## src/common/bp_pkg.sv

```systemverilog
package bp_pkg;

    // Global history and pattern table geometry
    localparam int GHIST_LEN   = 20;
    localparam int PHT_INDEX_W = 10;
    localparam int PHT_DEPTH   = 1024;

    // Outstanding prediction buffer
    localparam int BQ_DEPTH = 8;
    localparam int BQ_PTR_W = 3;

    // Newest outcome lives in bit 0
    typedef logic [GHIST_LEN-1:0] ghist_t;

    typedef logic [PHT_INDEX_W-1:0] pht_index_t;

    // 2-bit saturating counter
    // 0 strongly not taken, 1 weakly not taken
    // 2 weakly taken, 3 strongly taken
    // Bit 1 alone gives the direction
    typedef logic [1:0] pht_entry_t;

endpackage

```

## src/common/bp_txn_pkg.sv

```systemverilog
package bp_txn_pkg;

    import bp_pkg::*;

    // Fetch side request
    typedef struct packed {
        logic [31:0] pc;
    } pred_req_t;

    // Guess plus the table slot it was read from
    typedef struct packed {
        logic       taken;
        pht_index_t pht_index;
    } pred_rsp_t;

    // One outstanding branch waiting for its resolve
    typedef struct packed {
        pred_rsp_t pred;
    } bq_entry_t;

    // Back end outcome, always for the oldest branch
    typedef struct packed {
        logic taken;
    } resolve_t;

    // Commit unit state
    typedef enum logic {
        C_IDLE  = 1'b0,
        C_FLUSH = 1'b1
    } commit_state_e;

endpackage

```

## src/verilog/branch_queue.sv

```systemverilog
`timescale 1ns/1ps

module branch_queue
    import bp_pkg::*;
    import bp_txn_pkg::*;
(
    input  logic      clk,
    input  logic      rst,
    input  logic      push,
    input  bq_entry_t push_entry,
    input  logic      pop,
    input  logic      flush,
    output logic      head_valid,
    output bq_entry_t head,
    output logic      full
);

    bq_entry_t mem [BQ_DEPTH];

    logic [BQ_PTR_W-1:0] wr_ptr;
    logic [BQ_PTR_W-1:0] rd_ptr;
    logic [BQ_PTR_W:0]   count;
    logic [BQ_PTR_W:0]   fill;

    assign head_valid = (count != '0);
    assign head       = mem[rd_ptr];

    // Counts the entry arriving this cycle, so the request that would
    // land one cycle later in stage 1 is held off in time
    assign fill = count + {{BQ_PTR_W{1'b0}}, push};
    assign full = (fill >= (BQ_PTR_W + 1)'(BQ_DEPTH));

    always_ff @(posedge clk) begin
        if (push && !flush) begin
            mem[wr_ptr] <= push_entry;
        end
    end

    always_ff @(posedge clk) begin
        if (rst || flush) begin
            wr_ptr <= '0;
            rd_ptr <= '0;
            count  <= '0;
        end else begin
            if (push) begin
                wr_ptr <= wr_ptr + BQ_PTR_W'(1);
            end
            if (pop) begin
                rd_ptr <= rd_ptr + BQ_PTR_W'(1);
            end
            case ({push, pop})
                2'b10:   count <= count + (BQ_PTR_W + 1)'(1);
                2'b01:   count <= count - (BQ_PTR_W + 1)'(1);
                default: count <= count;
            endcase
        end
    end

    a_no_push_full: assert property (
        @(posedge clk) disable iff (rst) push |-> (count < (BQ_PTR_W + 1)'(BQ_DEPTH))
    );

    a_no_pop_empty: assert property (
        @(posedge clk) disable iff (rst) pop |-> (count != '0)
    );

endmodule
```

## config.mk

```make
export PLATFORM = sky130hd
export DESIGN_NAME = branch_queue
export DESIGN_NICKNAME = d
export VERILOG_FILES = /design/src/common/bp_pkg.sv /design/src/common/bp_txn_pkg.sv /design/src/verilog/branch_queue.sv
export SDC_FILE = /design/constraint.sdc
export NUM_CORES = 1
export LEC_CHECK = 0
export ABC_CLOCK_PERIOD_IN_PS = 6300
export BUFFER_PORTS_ARGS = -buffer_cell sky130_fd_sc_hd__buf_2
export CAP_MARGIN = 20
export CORE_UTILIZATION = 40
export CTS_CLUSTER_SIZE = 14
export DETAILED_ROUTE_END_ITERATION = 10
export GPL_TIMING_DRIVEN = 1
export SYNTH_ARGS = -nofsm -noshare
export SYNTH_HDL_FRONTEND = slang
export SYNTH_SLANG_ARGS = --single-unit
```

## constraint.sdc

```tcl
create_clock -name clk -period 6.3 [get_ports clk]
set_input_delay 1.26 -clock clk [delete_from_list [all_inputs] [get_ports clk]]
set_output_delay 1.26 -clock clk [all_outputs]
set_load 0.005 [all_outputs]
```

==> Word-level counts from Yosys, hierarchy flattened <==
Memories as Yosys holds them, arrays and structs flattened. A register that Yosys moved wholly into a read port is not among the register bits.
Index checks and enable logic that the tools add are counted.
W data, S select, Z words.
{ "word_totals": {"reg_bits": 10, "latchBits": 0, "mem_bits_rw": 88, "rom_bits": 0, "input_bits": 16, "output_inout_bits": 13, "word_cells": 22, "memories": 1} }
{ "op_classes": {"addsub": 5, "n_mul": 0, "div": 0, "n_lt_le_gt_ge": 1, "n_eq_ne": 2, "shift": 0, "mux": 5, "bitwise": 0, "n_reduce_logical": 5} }
{ "mem_list": {"columns": ["name", "depth", "width", "rd", "rd_clocked_by_memory_dff", "write_ports", "line", "rtl"], "rows": [
  ["mem", 8, 11, 1, 1, 1, "branch_queue.sv:18", "bq_entry_t mem [BQ_DEPTH];"]
]} }
{ "op_table": {"columns": ["cell", "n"], "rows": [
  ["$pmux W4 S2", 1],
  ["$add A3 B1 Y3 const B", 2],
  ["$mux W3", 2],
  ["$add A4 B1 Y4", 1],
  ["$add A4 B1 Y4 const B", 1],
  ["$ge A4 B4 Y1 const B", 1],
  ["$reduce_bool A4 Y1", 1],
  ["$sub A4 B1 Y4 const B", 1],
  ["$eq A2 B1 Y1 const B", 1],
  ["$eq A2 B2 Y1 const B", 1],
  ["$mux W1", 2],
  ["$reduce_bool A2 Y1", 1],
  ["$logic_and A1 B1 Y1", 1],
  ["$logic_not A1 Y1", 1],
  ["$logic_or A1 B1 Y1", 1]
]} }

==> Depth between registers and ports, before layout <==
{ "logic_depth": {"ltp_word": 4, "ltp_mapped": 8, "mapped_depth_nobuf": 8} }

==> Least setup slack after synthesis <==
Ideal clock, no wire load.
{ "synth_timing": {"path_kind": "in2out", "startpoint": "input push", "endpoint": "output full", "t_arrival_ns": 1.643, "required_time_ns": 5.040, "setup_slack_ns": 3.397, "cell_stages": 3, "n_path_buf": 0, "path_cell_list": "ha_1 > nand3_1 > xnor2_1"} }
{ "synth_between": {"elab_chain_cells": 2} }
{ "synth_lines": {"columns": ["item", "line", "rtl"], "rows": [
  ["start: declaration", "branch_queue.sv:9", "input logic push,"],
  ["$add A4 B1 Y4", "branch_queue.sv:30", "assign fill = count + {{BQ_PTR_W{1'b0}}, push};"],
  ["$ge A4 B4 Y1", "branch_queue.sv:31", "assign full = (fill >= (BQ_PTR_W + 1)'(BQ_DEPTH));"],
  ["end: declaration", "branch_queue.sv:15", "output logic full"]
]} }
No other way between the ends.

==> flow_metrics.py <==
metrics = {
    "run_status": {
        "status": "finished clean",
    },
    "critical_path": {
        "cp-start-kind": "flop",
        "r2r_end": "mem[5][7]$_DFFE_PP_",
        "critical_path_class": "flop to output port",
        "crit_path_end_kind": "output port",
        "cp_max_fo": 22,
        "endpoint": "head[4]",
        "r2r_slack_ps": 4270,
        "r2r_start": "wr_ptr[0]$_SDFFE_PP0P_",
        "cp.arrival_ps": 2140,
        "required_ps": 5040,
        "r2r_cells": 3,
    },
    "synth": {
        "synth_compound_area_share_pct": 0.866,
        "ys.flop_type": "edfxtp_1",
        "ys_seq_area_share_pct": 71.8,
        "synth_area_leaders": "edfxtp_1 65%, mux4_1 14%, dfxtp_1 6.4%",
        "syn_area_um2": 4040,
        "synth-async-reset-ratio_pct": 0,
        "syn_area_per_cell_um2": 20.1,
        "synthXorXnorAreaFrac_pct": 1.73,
        "synth_cell_types": 27,
        "yosys_warnings": 0,
        "syn_nets": 223,
        "syn_inst": 201,
        "synth_top_area_share_pct": 65.3,
        "yosys.area_share.simple_pct": 4.39,
        "synth-edff-count": 88,
        "synth_top_family_by_area": "multiplexers",
        "synth_seq_cells": 101,
        "muxShareOfSynthArea_pct": 18.3,
        "synth_top_area_cell": "edfxtp_1",
        "synthAdderAreaFrac_pct": 1.86,
    },
    "min_path": {
        "hold_depth": 2,
        "hold_class": "flop to flop",
    },
    "placed_design": {
        "dp_hpwl_um": 4060,
        "routabilityCongestion": 0.750,
        "place_ws_ps": 3090,
        "port_buffers": 28,
    },
    "layout": {
        "layout.cells.most_common": "edfxtp_1",
        "synthToLayoutAreaGrowth_pct": 13.4,
        "diodes": 0,
        "final_cell_mix": "88 x edfxtp_1, 28 x buf_2, 22 x mux4_1",
        "drive_gt1_share_pct": 27.4,
        "final_nets": 265,
        "fillers": 836,
    },
    "clocking": {
        "htreeDepth": 3,
        "cts_buffer_depth": 2,
        "cts_tree": "yes",
        "root_buffer": "clkbuf_8",
        "insertion_delay_ps": 360,
        "post_cts_buffers": 0,
        "clk_pin_slew_worst_paths_ps": 100,
        "cts_resized": 0,
        "cts.hold.buffers_added": 0,
        "cts.sinks": 101,
        "numCtsBuffers": 9,
    },
    "pwr": {
        "leakage_uw": 0.00155,
        "power.density_nw_per_um2": 257,
        "finalPower_uw": 1180,
        "peakVddDrop_mv": 0.103,
    },
    "detailed_routing": {
        "viasPerCell": 5.01,
        "drt_iter0_drc": 94,
        "vias": 1910,
        "antenna_left": 0,
        "wirelength_um": 6530,
        "dr.pass1.iters": 4,
        "wl_per_cell_um": 17.1,
        "post-route-drc-count": 0,
    },
    "sta": {
        "tightest_slew_ps": 970,
        "worst_slack_ps": 2900,
        "maxClockFrequency_mhz": 294,
        "maxSlewViolCount": 0,
        "finalClockSkew_ps": 12.8,
        "hold_viol_final": 0,
        "maxSlewHeadroom_pct": 34.8,
        "grt_setup_unrepaired": "false",
        "min_period_over_period_pct": 53.9,
        "min_period_ps": 3400,
        "setup_viol": 0,
        "tns_ps": 0,
    },
    "floorplan": {
        "chipWidth_um": 103,
        "start_util_pct": 41.4,
        "fp.coreArea_um2": 9770,
        "die_y_um": 103,
        "rows": 36,
        "num_io_pins": 29,
        "die_area_um2": 10500,
    },
    "grt": {
        "top_usage_layer": "met2",
        "grt_antenna_before_repair": 0,
        "use_met3_pct": 2.51,
        "use_met1_pct": 17.5,
        "grt_util_all_layers_pct": 13.6,
        "grt_pass1_vias": 1827,
        "grt_pass1_wl_um": 10000,
        "grt_start_max_net_pins": 23,
        "grt.met2_usage_pct": 22.5,
        "grt_overflow": 0,
    },
    "job": {
        "cap_violations": 0,
    },
}
## kinds of logic (layout without fill, tap and decap cells)
group	count (synthesis)	count (layout)
fa+ha+maj	6	6
mux	37	37
xor+xnor	8	8
buf+inv	7	54
compound gates	6	6
flops	101	101
simple gates	36	36
## per-stage QoR
stage	area, µm²	hold WS (ps)	util (%)	cells
floorplan	4040	463	-	201
finish	4590	500	46.9	381
detailed placement	4400	491	45.0	365
CTS	4590	506	46.9	381
global placement	4390	487	44.9	364
global route	4590	569	46.9	381
## synthesized netlist by cell type (3+ instances only)
master / count
mux2_2: 11
mux4_1: 22
nor2_1: 17
dfxtp_1: 13
xor2_1: 5
mux2i_1: 4
ha_1: 6
nand2_1: 5
edfxtp_1: 88
a21oi_1: 3
xnor2_1: 3
## how the worst min path moves through the flow
| stage | start | to | slack [ps] |
|---|---|---|---|
| 6_report | count[3]$_SDFFE_PP0P_ | count[3]$_SDFFE_PP0P_ | 500 |
| 5_1_grt | count[3]$_SDFFE_PP0P_ | count[3]$_SDFFE_PP0P_ | 570 |
| 4_1_cts | count[3]$_SDFFE_PP0P_ | count[3]$_SDFFE_PP0P_ | 510 |
| 3_5_place_dp | count[3]$_SDFFE_PP0P_ | count[3]$_SDFFE_PP0P_ | 490 |
| 3_3_place_gp | count[3]$_SDFFE_PP0P_ | count[3]$_SDFFE_PP0P_ | 490 |
| 2_1_floorplan | count[3]$_SDFFE_PP0P_ | count[3]$_SDFFE_PP0P_ | 460 |
## power breakdown
part | total (µW) | switching, µW | leakage, µW | internal [µW]
registers | 738 | 5.16 | 0.000901 | 733
clock network | 382 | 229 | 0.0000943 | 153
logic | 60.6 | 29.7 | 0.000560 | 31.0
total | 1180 | 264 | 0.00155 | 917
## layer usage
| metal | part of all wire [%] | wire (µm) | up-vias |
|---|---|---|---|
| met5 | 0 | 0 | - |
| met4 | 1.5 | 101 | 0 |
| met3 | 3.2 | 210 | 10 |
| met2 | 51 | 3360 | 28 |
| met1 | 44 | 2860 | 964 |
| li1 | - | - | 908 |
## layout make-up
class                   count  area [µm²]  share of cell area, %
flip-flops and latches    101        2900                   63.3
clock buffers               9         124                   2.70
repair buffers             37         211                   4.61
multi-input cells          93        1110                   24.3
clock inverters             7        65.1                   1.42
well taps                 133         166                   3.63
inverters                   1        3.75                 0.0819
## worst max-delay path: stages, from the launching register on
cell and delay [ps]:
dfxtp_1 950, mux4_1 410, mux2_2 280, buf_2 130
## flip-flops by register name, indices dropped and copies added (netlist names), named ones only
signal / flops
wr_ptr: 3
count: 4
mem: 88
rd_ptr: 3
Note: power is estimated with default switching activity, not from simulation.
