### src/common/bp_pkg.sv
package bp_pkg;

    // Global history and pattern table geometry
    localparam int GHIST_LEN   = 20;
    localparam int PHT_INDEX_W = 10;
    localparam int PHT_DEPTH   = 1024;

    // Outstanding prediction buffer
    localparam int BQ_DEPTH = 8;
    localparam int BQ_PTR_W = 3;

    // Newest outcome lives in bit 0
    typedef logic [GHIST_LEN-1:0] ghist_t;

    typedef logic [PHT_INDEX_W-1:0] pht_index_t;

    // 2-bit saturating counter
    // 0 strongly not taken, 1 weakly not taken
    // 2 weakly taken, 3 strongly taken
    // Bit 1 alone gives the direction
    typedef logic [1:0] pht_entry_t;

endpackage

### src/common/bp_txn_pkg.sv
package bp_txn_pkg;

    import bp_pkg::*;

    // Fetch side request
    typedef struct packed {
        logic [31:0] pc;
    } pred_req_t;

    // Guess plus the table slot it was read from
    typedef struct packed {
        logic       taken;
        pht_index_t pht_index;
    } pred_rsp_t;

    // One outstanding branch waiting for its resolve
    typedef struct packed {
        pred_rsp_t pred;
    } bq_entry_t;

    // Back end outcome, always for the oldest branch
    typedef struct packed {
        logic taken;
    } resolve_t;

    // Commit unit state
    typedef enum logic {
        C_IDLE  = 1'b0,
        C_FLUSH = 1'b1
    } commit_state_e;

endpackage

### src/predictor/gshare_predictor.sv
`timescale 1ns/1ps

module gshare_predictor
    import bp_pkg::*;
    import bp_txn_pkg::*;
(
    input  logic       clk,
    input  logic       rst,
    input  logic       req_valid,
    input  pred_req_t  req,
    input  logic       recover,
    input  logic       upd_valid,
    input  pht_index_t upd_index,
    input  logic       upd_taken,
    output logic       rsp_valid,
    output pred_rsp_t  rsp
);

    pht_entry_t pht [PHT_DEPTH];

    ghist_t     spec_hist;
    ghist_t     spec_next;
    ghist_t     commit_hist;

    pht_index_t s1_index;
    logic       s1_valid;
    pht_index_t req_index;

    pht_entry_t upd_old;
    pht_entry_t upd_new;

    // Fold the history onto itself, then mix in the pc
    function automatic pht_index_t hash_index(input ghist_t hist, input logic [31:0] pc);
        hash_index = hist[19:10] ^ hist[9:0] ^ pc[12:3];
    endfunction

    // Stage 1 output, table read is not registered
    assign rsp_valid     = s1_valid & ~recover;
    assign rsp.taken     = pht[s1_index][1];
    assign rsp.pht_index = s1_index;

    // Recover wins over the speculative shift
    always_comb begin
        if (recover) begin
            spec_next = commit_hist;
        end else if (rsp_valid) begin
            spec_next = {spec_hist[GHIST_LEN-2:0], rsp.taken};
        end else begin
            spec_next = spec_hist;
        end
    end

    // Forwarded history so a back-to-back request sees the guess just made
    assign req_index = hash_index(spec_next, req.pc);

    always_ff @(posedge clk) begin
        if (rst) begin
            s1_valid <= 1'b0;
        end else begin
            s1_valid <= req_valid;
        end
    end

    always_ff @(posedge clk) begin
        if (req_valid) begin
            s1_index <= req_index;
        end
    end

    always_ff @(posedge clk) begin
        if (rst) begin
            spec_hist   <= '0;
            commit_hist <= '0;
        end else begin
            spec_hist <= spec_next;
            if (upd_valid) begin
                commit_hist <= {commit_hist[GHIST_LEN-2:0], upd_taken};
            end
        end
    end

    // Saturating step toward the real outcome
    assign upd_old = pht[upd_index];

    always_comb begin
        upd_new = upd_old;
        if (upd_taken && upd_old != 2'b11) begin
            upd_new = upd_old + 2'b01;
        end else if (!upd_taken && upd_old != 2'b00) begin
            upd_new = upd_old - 2'b01;
        end
    end

    always_ff @(posedge clk) begin
        if (rst) begin
            for (int i = 0; i < PHT_DEPTH; i++) begin
                pht[i] <= 2'b00;
            end
        end else if (upd_valid) begin
            pht[upd_index] <= upd_new;
        end
    end

    // Nothing is trained while the front end is being rewound
    a_no_upd_in_recover: assert property (
        @(posedge clk) disable iff (rst) recover |-> !upd_valid
    );

endmodule

### config.mk
export PLATFORM = sky130hd
export DESIGN_NAME = gshare_predictor
export DESIGN_NICKNAME = d
export VERILOG_FILES = /design/src/common/bp_pkg.sv /design/src/common/bp_txn_pkg.sv /design/src/predictor/gshare_predictor.sv
export SDC_FILE = /design/constraint.sdc
export NUM_CORES = 2
export LEC_CHECK = 0
export BUFFER_PORTS_ARGS = -buffer_cell sky130_fd_sc_hd__buf_2
export CAP_MARGIN = 25
export CORE_MARGIN = 2
export CORE_UTILIZATION = 50
export CTS_CLUSTER_SIZE = 25
export DETAILED_ROUTE_END_ITERATION = 8
export MAX_ROUTING_LAYER = met4
export PLACE_DENSITY = 0.66
export SKIP_LAST_GASP = 1
export SLEW_MARGIN = 0
export SYNTH_ARGS = -nofsm -noshare
export SYNTH_HDL_FRONTEND = slang
export SYNTH_SLANG_ARGS = --single-unit
### constraint.sdc
create_clock -name clk -period 13.8 [get_ports clk]
set_input_delay 1.38 -clock clk [delete_from_list [all_inputs] [get_ports clk]]
set_output_delay 1.38 -clock clk [all_outputs]
set_load 0.02 [all_outputs]
-- Word level (Yosys, flattened, before mapping)
Memory sizes are Yosys's and may differ from the RTL's. A register that Yosys moved wholly into a read port is not among the register bits.
Index checks and enable logic that the tools add are counted.
- flip-flop bits (word level): 51
- latch bits: 0
- memory bits (writable): 2048
- ROM bits: 0
- bits of input ports: 48
- output and inout bits: 12
- logic and storage cells: 30
- memories kept: 1
- add/sub/neg operators: 2
- multipliers: 0
- divide/modulo/power cells: 0
- magnitude comparators: 0
- eq/ne operators: 1
- shift operators: 0
- muxes and demuxes: 13
- bitwise operators: 4
- reductions and logical operators: 5
- memory list (name ; words ; bits a word ; rd ports ; clocked after memory_dff ; write ports ; line ; RTL):
    pht ; 1024 ; 2 ; 2 ; 1 ; 1024 ; gshare_predictor.sv:19 ; pht_entry_t pht [PHT_DEPTH];
- operators by type and width (kind ; count):
    2-to-1 mux 20 bit ; 2
    2-to-1 mux 10 bit ; 2
    bitwise XOR 10 bit ; 2
    2-to-1 mux 1 bit ; 6
    2-to-1 mux 2 bit ; 3
    adder 2 x 1 -> 2 bit, second input constant ; 1
    logical AND 1 bit ; 2
    inequality test 2 bit, second input constant ; 1
    nonzero test 2 bit ; 1
    OR reduction 2 bit ; 1
    subtractor 2 x 1 -> 2 bit, second input constant ; 1
    AND 1 bit ; 1
    logical NOT 1 bit ; 1
    NOT 1 bit ; 1

-- Depth between registers and ports, before layout
- depth in word-level cells: 7
- depth in mapped cells: 20
- depth with buffers taken out: 13

-- Least setup slack after synthesis
No wires, ideal clock.
- path type: input port to flip-flop
- start point: input upd_index[0]
- end point: memory pht[1012][0] (netlist bit) (data pin)
- library setup time: 0.270 ns
- data arrival time: 5.126 ns
- data required time: 13.530 ns
- slack: 8.404 ns
- cell stages on the path: 18
- buffers on the path: 7
- path through: buf_2 buf_2 buf_2 buf_2 mux4_2 a221oi_1 a31oi_1 a21oi_1 o221ai_1 nor3_2 inv_1 ha_1 mux2i_1 xor2_1 buf_4 buf_4 buf_2 nor3_1
- RTL lines (what ; line ; RTL):
    start: declaration ; gshare_predictor.sv:13 ; input pht_index_t upd_index,
    end: declaration ; gshare_predictor.sv:19 ;

==> PnR_summary.wiki <==
{| class="wikitable"
! Metric !! Value
|-
| Outcome || complete, no violations
|-
| # rows || 172
|-
| Setup Viol. Count Final || 0
|-
| Number of synthesized flops with an enable pin || 2058
|-
| Sum of internal, switching and leakage power || 15.7 mW
|-
| Clock share of power || 37.1%
|-
| Port buffer count || 37
|-
| Leftover overflow at the end of global routing || 0
|-
| Highest metal layer with signal wires || met4
|-
| Die Outline Area || 0.224 mm2
|-
| Comb pwr share || 16.1%
|-
| Leakage component of the power || 37.5 nW
|-
| ANT nets after route || 0
|-
| Setup slack, reg-to-reg || 7.21 ns
|-
| Sum of net half-perimeters after detailed placement || 207000 um
|-
| Most common cell in the netlist || sky130_fd_sc_hd__edfxtp_1
|-
| RSZ-0062 raised after global routing || false
|-
| IO Pins || 60
|-
| Maximum frequency from static timing analysis || 0.120 GHz
|-
| Warning count from the yosys run || 0
|-
| Worst Path Required || 14.37 ns
|-
| Count of final hold-check violations || 0
|-
| CP arrival || 8.92 ns
|-
| Number of sinks driven by the clock tree || 2109
|-
| Pin count of the biggest net entering global routing || 207
|-
| Flop pwr share || 46.8%
|-
| Setup Total Neg Slack || 0 ns
|-
| Setup Fix Bufs, Post-CTS || 0
|-
| Gates resized, CTS repair || 0
|-
| Total clock buffers created by CTS || 217
|-
| Async SR Flop Fraction || 0%
|-
| Via count || 77800
|-
| Area delta synth->final || 7.71%
|-
| Worst hold-check slack || 0.506 ns
|-
| Post-route met1 wirelength || 126000 um
|-
| Standard cell core area || 0.219 mm2
|-
| X dimension of the die || 473 um
|-
| Internal portion of total power || 11.1 mW
|-
| Post-synthesis net count || 8534
|-
| Utilization after layout || 54.0%
|-
| Power density cells || 132 mW/mm2
|-
| Total Routed Length || 359000 um
|-
| Switching power share of the total || 28.8%
|-
| Number of iterations in the first detailed-routing pass || 6
|-
| Worst Hold Class || reg2reg
|-
| Routed met2 length || 165000 um
|-
| Final net count || 7879
|-
| Clock slew seen by the registers of the worst setup and hold paths || 0.06 ns
|-
| Final estimated routing congestion in global placement || 0.898
|-
| Yosys reg bits || 2109
|-
| DR WL met3 || 45700 um
|-
| Kind of critical path || in2reg
|-
| Worst skew pair latency || 0.91 ns
|-
| Most instantiated flip-flop cell in the synthesis netlist || sky130_fd_sc_hd__edfxtp_1
|-
| Max_slew headroom || 14.0%
|-
| Root buffer cell || sky130_fd_sc_hd__clkbuf_16
|-
| Worst voltage drop across the vdd grid || 0.000168 V
|-
| Ranking of synthesized cells by instance count || sky130_fd_sc_hd__edfxtp_1, sky130_fd_sc_hd__nor3_1, sky130_fd_sc_hd__clkbuf_1
|-
| Die boundary height || 473 um
|-
| Number of H-tree levels || 4
|-
| Slack of the critical path || 5.45 ns
|-
| Share of the synthesized area in the top cell type || 56.2%
|-
| Minimum clock period after layout || 8.35 ns
|-
| Effective utilization at floorplan || 50.2%
|-
| Synth unique cells || 68
|-
| Max-cap violations || 0
|-
| Most area-consuming cells after synthesis || sky130_fd_sc_hd__edfxtp_1, sky130_fd_sc_hd__mux4_2, sky130_fd_sc_hd__nor3_1, sky130_fd_sc_hd__o21bai_1, sky130_fd_sc_hd__clkbuf_1
|-
| Actual slew at the worst max-slew pin || 1.29 ns
|-
| Drt via density || 7.14
|-
| Number of buffers inserted for hold repair after clock tree synthesis || 0
|-
| Startpoint class of the critical path || input port
|-
| CTS tree || built
|-
| Post-synth top area cell || sky130_fd_sc_hd__edfxtp_1
|-
| Number of instances in the synthesized netlist || 8484
|-
| Detailed-route wire length per cell || 32.9 um
|-
| Overall Global Routing Usage || 32.6%
|-
| Net Switching || 4.51 mW
|-
| Seq/Total Area, Yosys || 57.2%
|-
| Endpoint type of the worst setup path || flop
|-
| DRC violations left || 0
|-
| Wire length of the first global-routing pass || 517000 um
|-
| Crit path max fanout || 168
|-
| First DRT Iteration DRCs || 12900
|-
| Antenna violations before repair || 15
|-
| Vias in the first global route || 74900
|-
| Clock Skew || 0.0446 ns
|-
| Post-Place Worst Slack || 4.77 ns
|-
| Worst-case clock buffer depth || 3
|-
| Share of final-layout standard cells stronger than drive strength 1 || 17.5%
|-
| Cell area after synthesis || 0.110 mm2
|-
| Share of the cycle needed by the critical path after routing || 60.5%
|-
| Synthesized area per cell || 13.0 um2
|-
| Final number of max-transition violations || 0
|}
critical path, stage by stage:
cell and delay (ns):
sky130_fd_sc_hd__buf_8 0.62, sky130_fd_sc_hd__buf_12 0.49, sky130_fd_sc_hd__buf_4 0.77, sky130_fd_sc_hd__mux4_2 0.60, sky130_fd_sc_hd__a22oi_1 0.27, sky130_fd_sc_hd__nand4_1 0.29
sky130_fd_sc_hd__mux4_2 0.55, sky130_fd_sc_hd__a22oi_1 0.32, sky130_fd_sc_hd__nand2_1 0.12, sky130_fd_sc_hd__nor3_2 0.37, sky130_fd_sc_hd__inv_1 0.09, sky130_fd_sc_hd__ha_1 0.24
sky130_fd_sc_hd__mux2i_1 0.34, sky130_fd_sc_hd__xor2_4 0.21, sky130_fd_sc_hd__buf_12 0.60, sky130_fd_sc_hd__buf_4 0.87, sky130_fd_sc_hd__nor3_1 0.11
metrics by stage:
stage / area, um2 / std cells
5_1_grt: 118000 / 10900
4_1_cts: 118000 / 10900
2_1_floorplan: 110000 / 8484
6_report: 118000 / 10900
3_5_place_dp: 111000 / 10500
3_3_place_gp: 111000 / 10500
final timing paths:
path                      from           to  cells after the start
setup / recovery  upd_index[0]  pht[115][0]                     17
hold / removal     s1_index[1]         flop                      1
setup reg to reg          flop  s1_index[0]                     11
hold reg to reg    s1_index[1]         flop                      1
placed cells by master, fill, tap and decap left out, types with 9 or more instances in the layout:
| cell | instances |
|---|---|
| sky130_fd_sc_hd__nor2_1 | 652 |
| sky130_fd_sc_hd__nor4_1 | 20 |
| sky130_fd_sc_hd__buf_4 | 196 |
| sky130_fd_sc_hd__clkbuf_1 | 42 |
| sky130_fd_sc_hd__clkinv_1 | 58 |
| sky130_fd_sc_hd__nand4_1 | 35 |
| sky130_fd_sc_hd__nand2b_1 | 270 |
| sky130_fd_sc_hd__a41oi_1 | 31 |
| sky130_fd_sc_hd__nand2_2 | 29 |
| sky130_fd_sc_hd__o22ai_1 | 33 |
| sky130_fd_sc_hd__nand3b_1 | 9 |
| sky130_fd_sc_hd__clkinv_2 | 48 |
| sky130_fd_sc_hd__nor2_4 | 10 |
| sky130_fd_sc_hd__a211oi_1 | 9 |
| sky130_fd_sc_hd__buf_12 | 21 |
| sky130_fd_sc_hd__dfxtp_1 | 45 |
| sky130_fd_sc_hd__a21o_1 | 79 |
| sky130_fd_sc_hd__nor2b_1 | 15 |
| sky130_fd_sc_hd__nand3_1 | 38 |
| sky130_fd_sc_hd__diode_2 | 11 |
| sky130_fd_sc_hd__bufinv_16 | 16 |
| sky130_fd_sc_hd__mux2i_1 | 176 |
| sky130_fd_sc_hd__mux4_2 | 715 |
| sky130_fd_sc_hd__a22oi_1 | 307 |
| sky130_fd_sc_hd__edfxtp_1 | 2058 |
| sky130_fd_sc_hd__nand2_4 | 18 |
| sky130_fd_sc_hd__buf_2 | 34 |
| sky130_fd_sc_hd__mux2_2 | 12 |
| sky130_fd_sc_hd__nand2_1 | 302 |
| sky130_fd_sc_hd__clkbuf_16 | 219 |
| sky130_fd_sc_hd__nor3_1 | 1531 |
| sky130_fd_sc_hd__xnor2_1 | 18 |
| sky130_fd_sc_hd__a21oi_1 | 53 |
| sky130_fd_sc_hd__o221ai_1 | 31 |
| sky130_fd_sc_hd__o21bai_1 | 683 |
| sky130_fd_sc_hd__o21ai_0 | 15 |
| sky130_fd_sc_hd__a22o_1 | 11 |
kinds of logic after synthesis:
| family | share of synthesized area [%] |
|---|---|
| AND/OR/NAND/NOR | 13.0 |
| flip-flops | 57.2 |
| AO/OA/AOI/OAI | 8.90 |
| buffers and inverters | 4.37 |
| multiplexers | 16.4 |
| XOR/XNOR | 0.167 |
| adder cells (fa/ha/maj) | 0.0228 |
power groups by stage:
stage / clock network (mW) / logic (mW) / registers, mW
after floorplan: 0 / 1.75 / 7.40
after global placement: 0 / 2.42 / 7.44
after detailed placement: 0 / 2.45 / 7.46
after CTS: 5.84 / 2.46 / 7.32
after global routing: 6.08 / 2.60 / 7.34
final: 5.81 / 2.52 / 7.33
registers in the layout, indices dropped and copies added (netlist names), named ones only:
register     flops
commit_hist     20
s1_index        10
spec_hist       20
s1_valid         1
pht           2048
layer usage:
layer  track usage, %  vias up
met5                -        -
met4             16.7        0
met3             6.67     1082
met2             48.7     5502
met1             42.4    39500
li1                 -    31700
final cells by class:
type	instances	area, um2
clock inverters	142	1200
repair buffers	263	2300
diodes	11	27.5
clock buffers	263	5670
well taps	2871	3590
fillers	17800	101000
flip-flops and latches	2109	62800
inverters	8	30.0
multi-input cells	5230	42700
No activity file was read; power rests on OpenSTA's default activity.
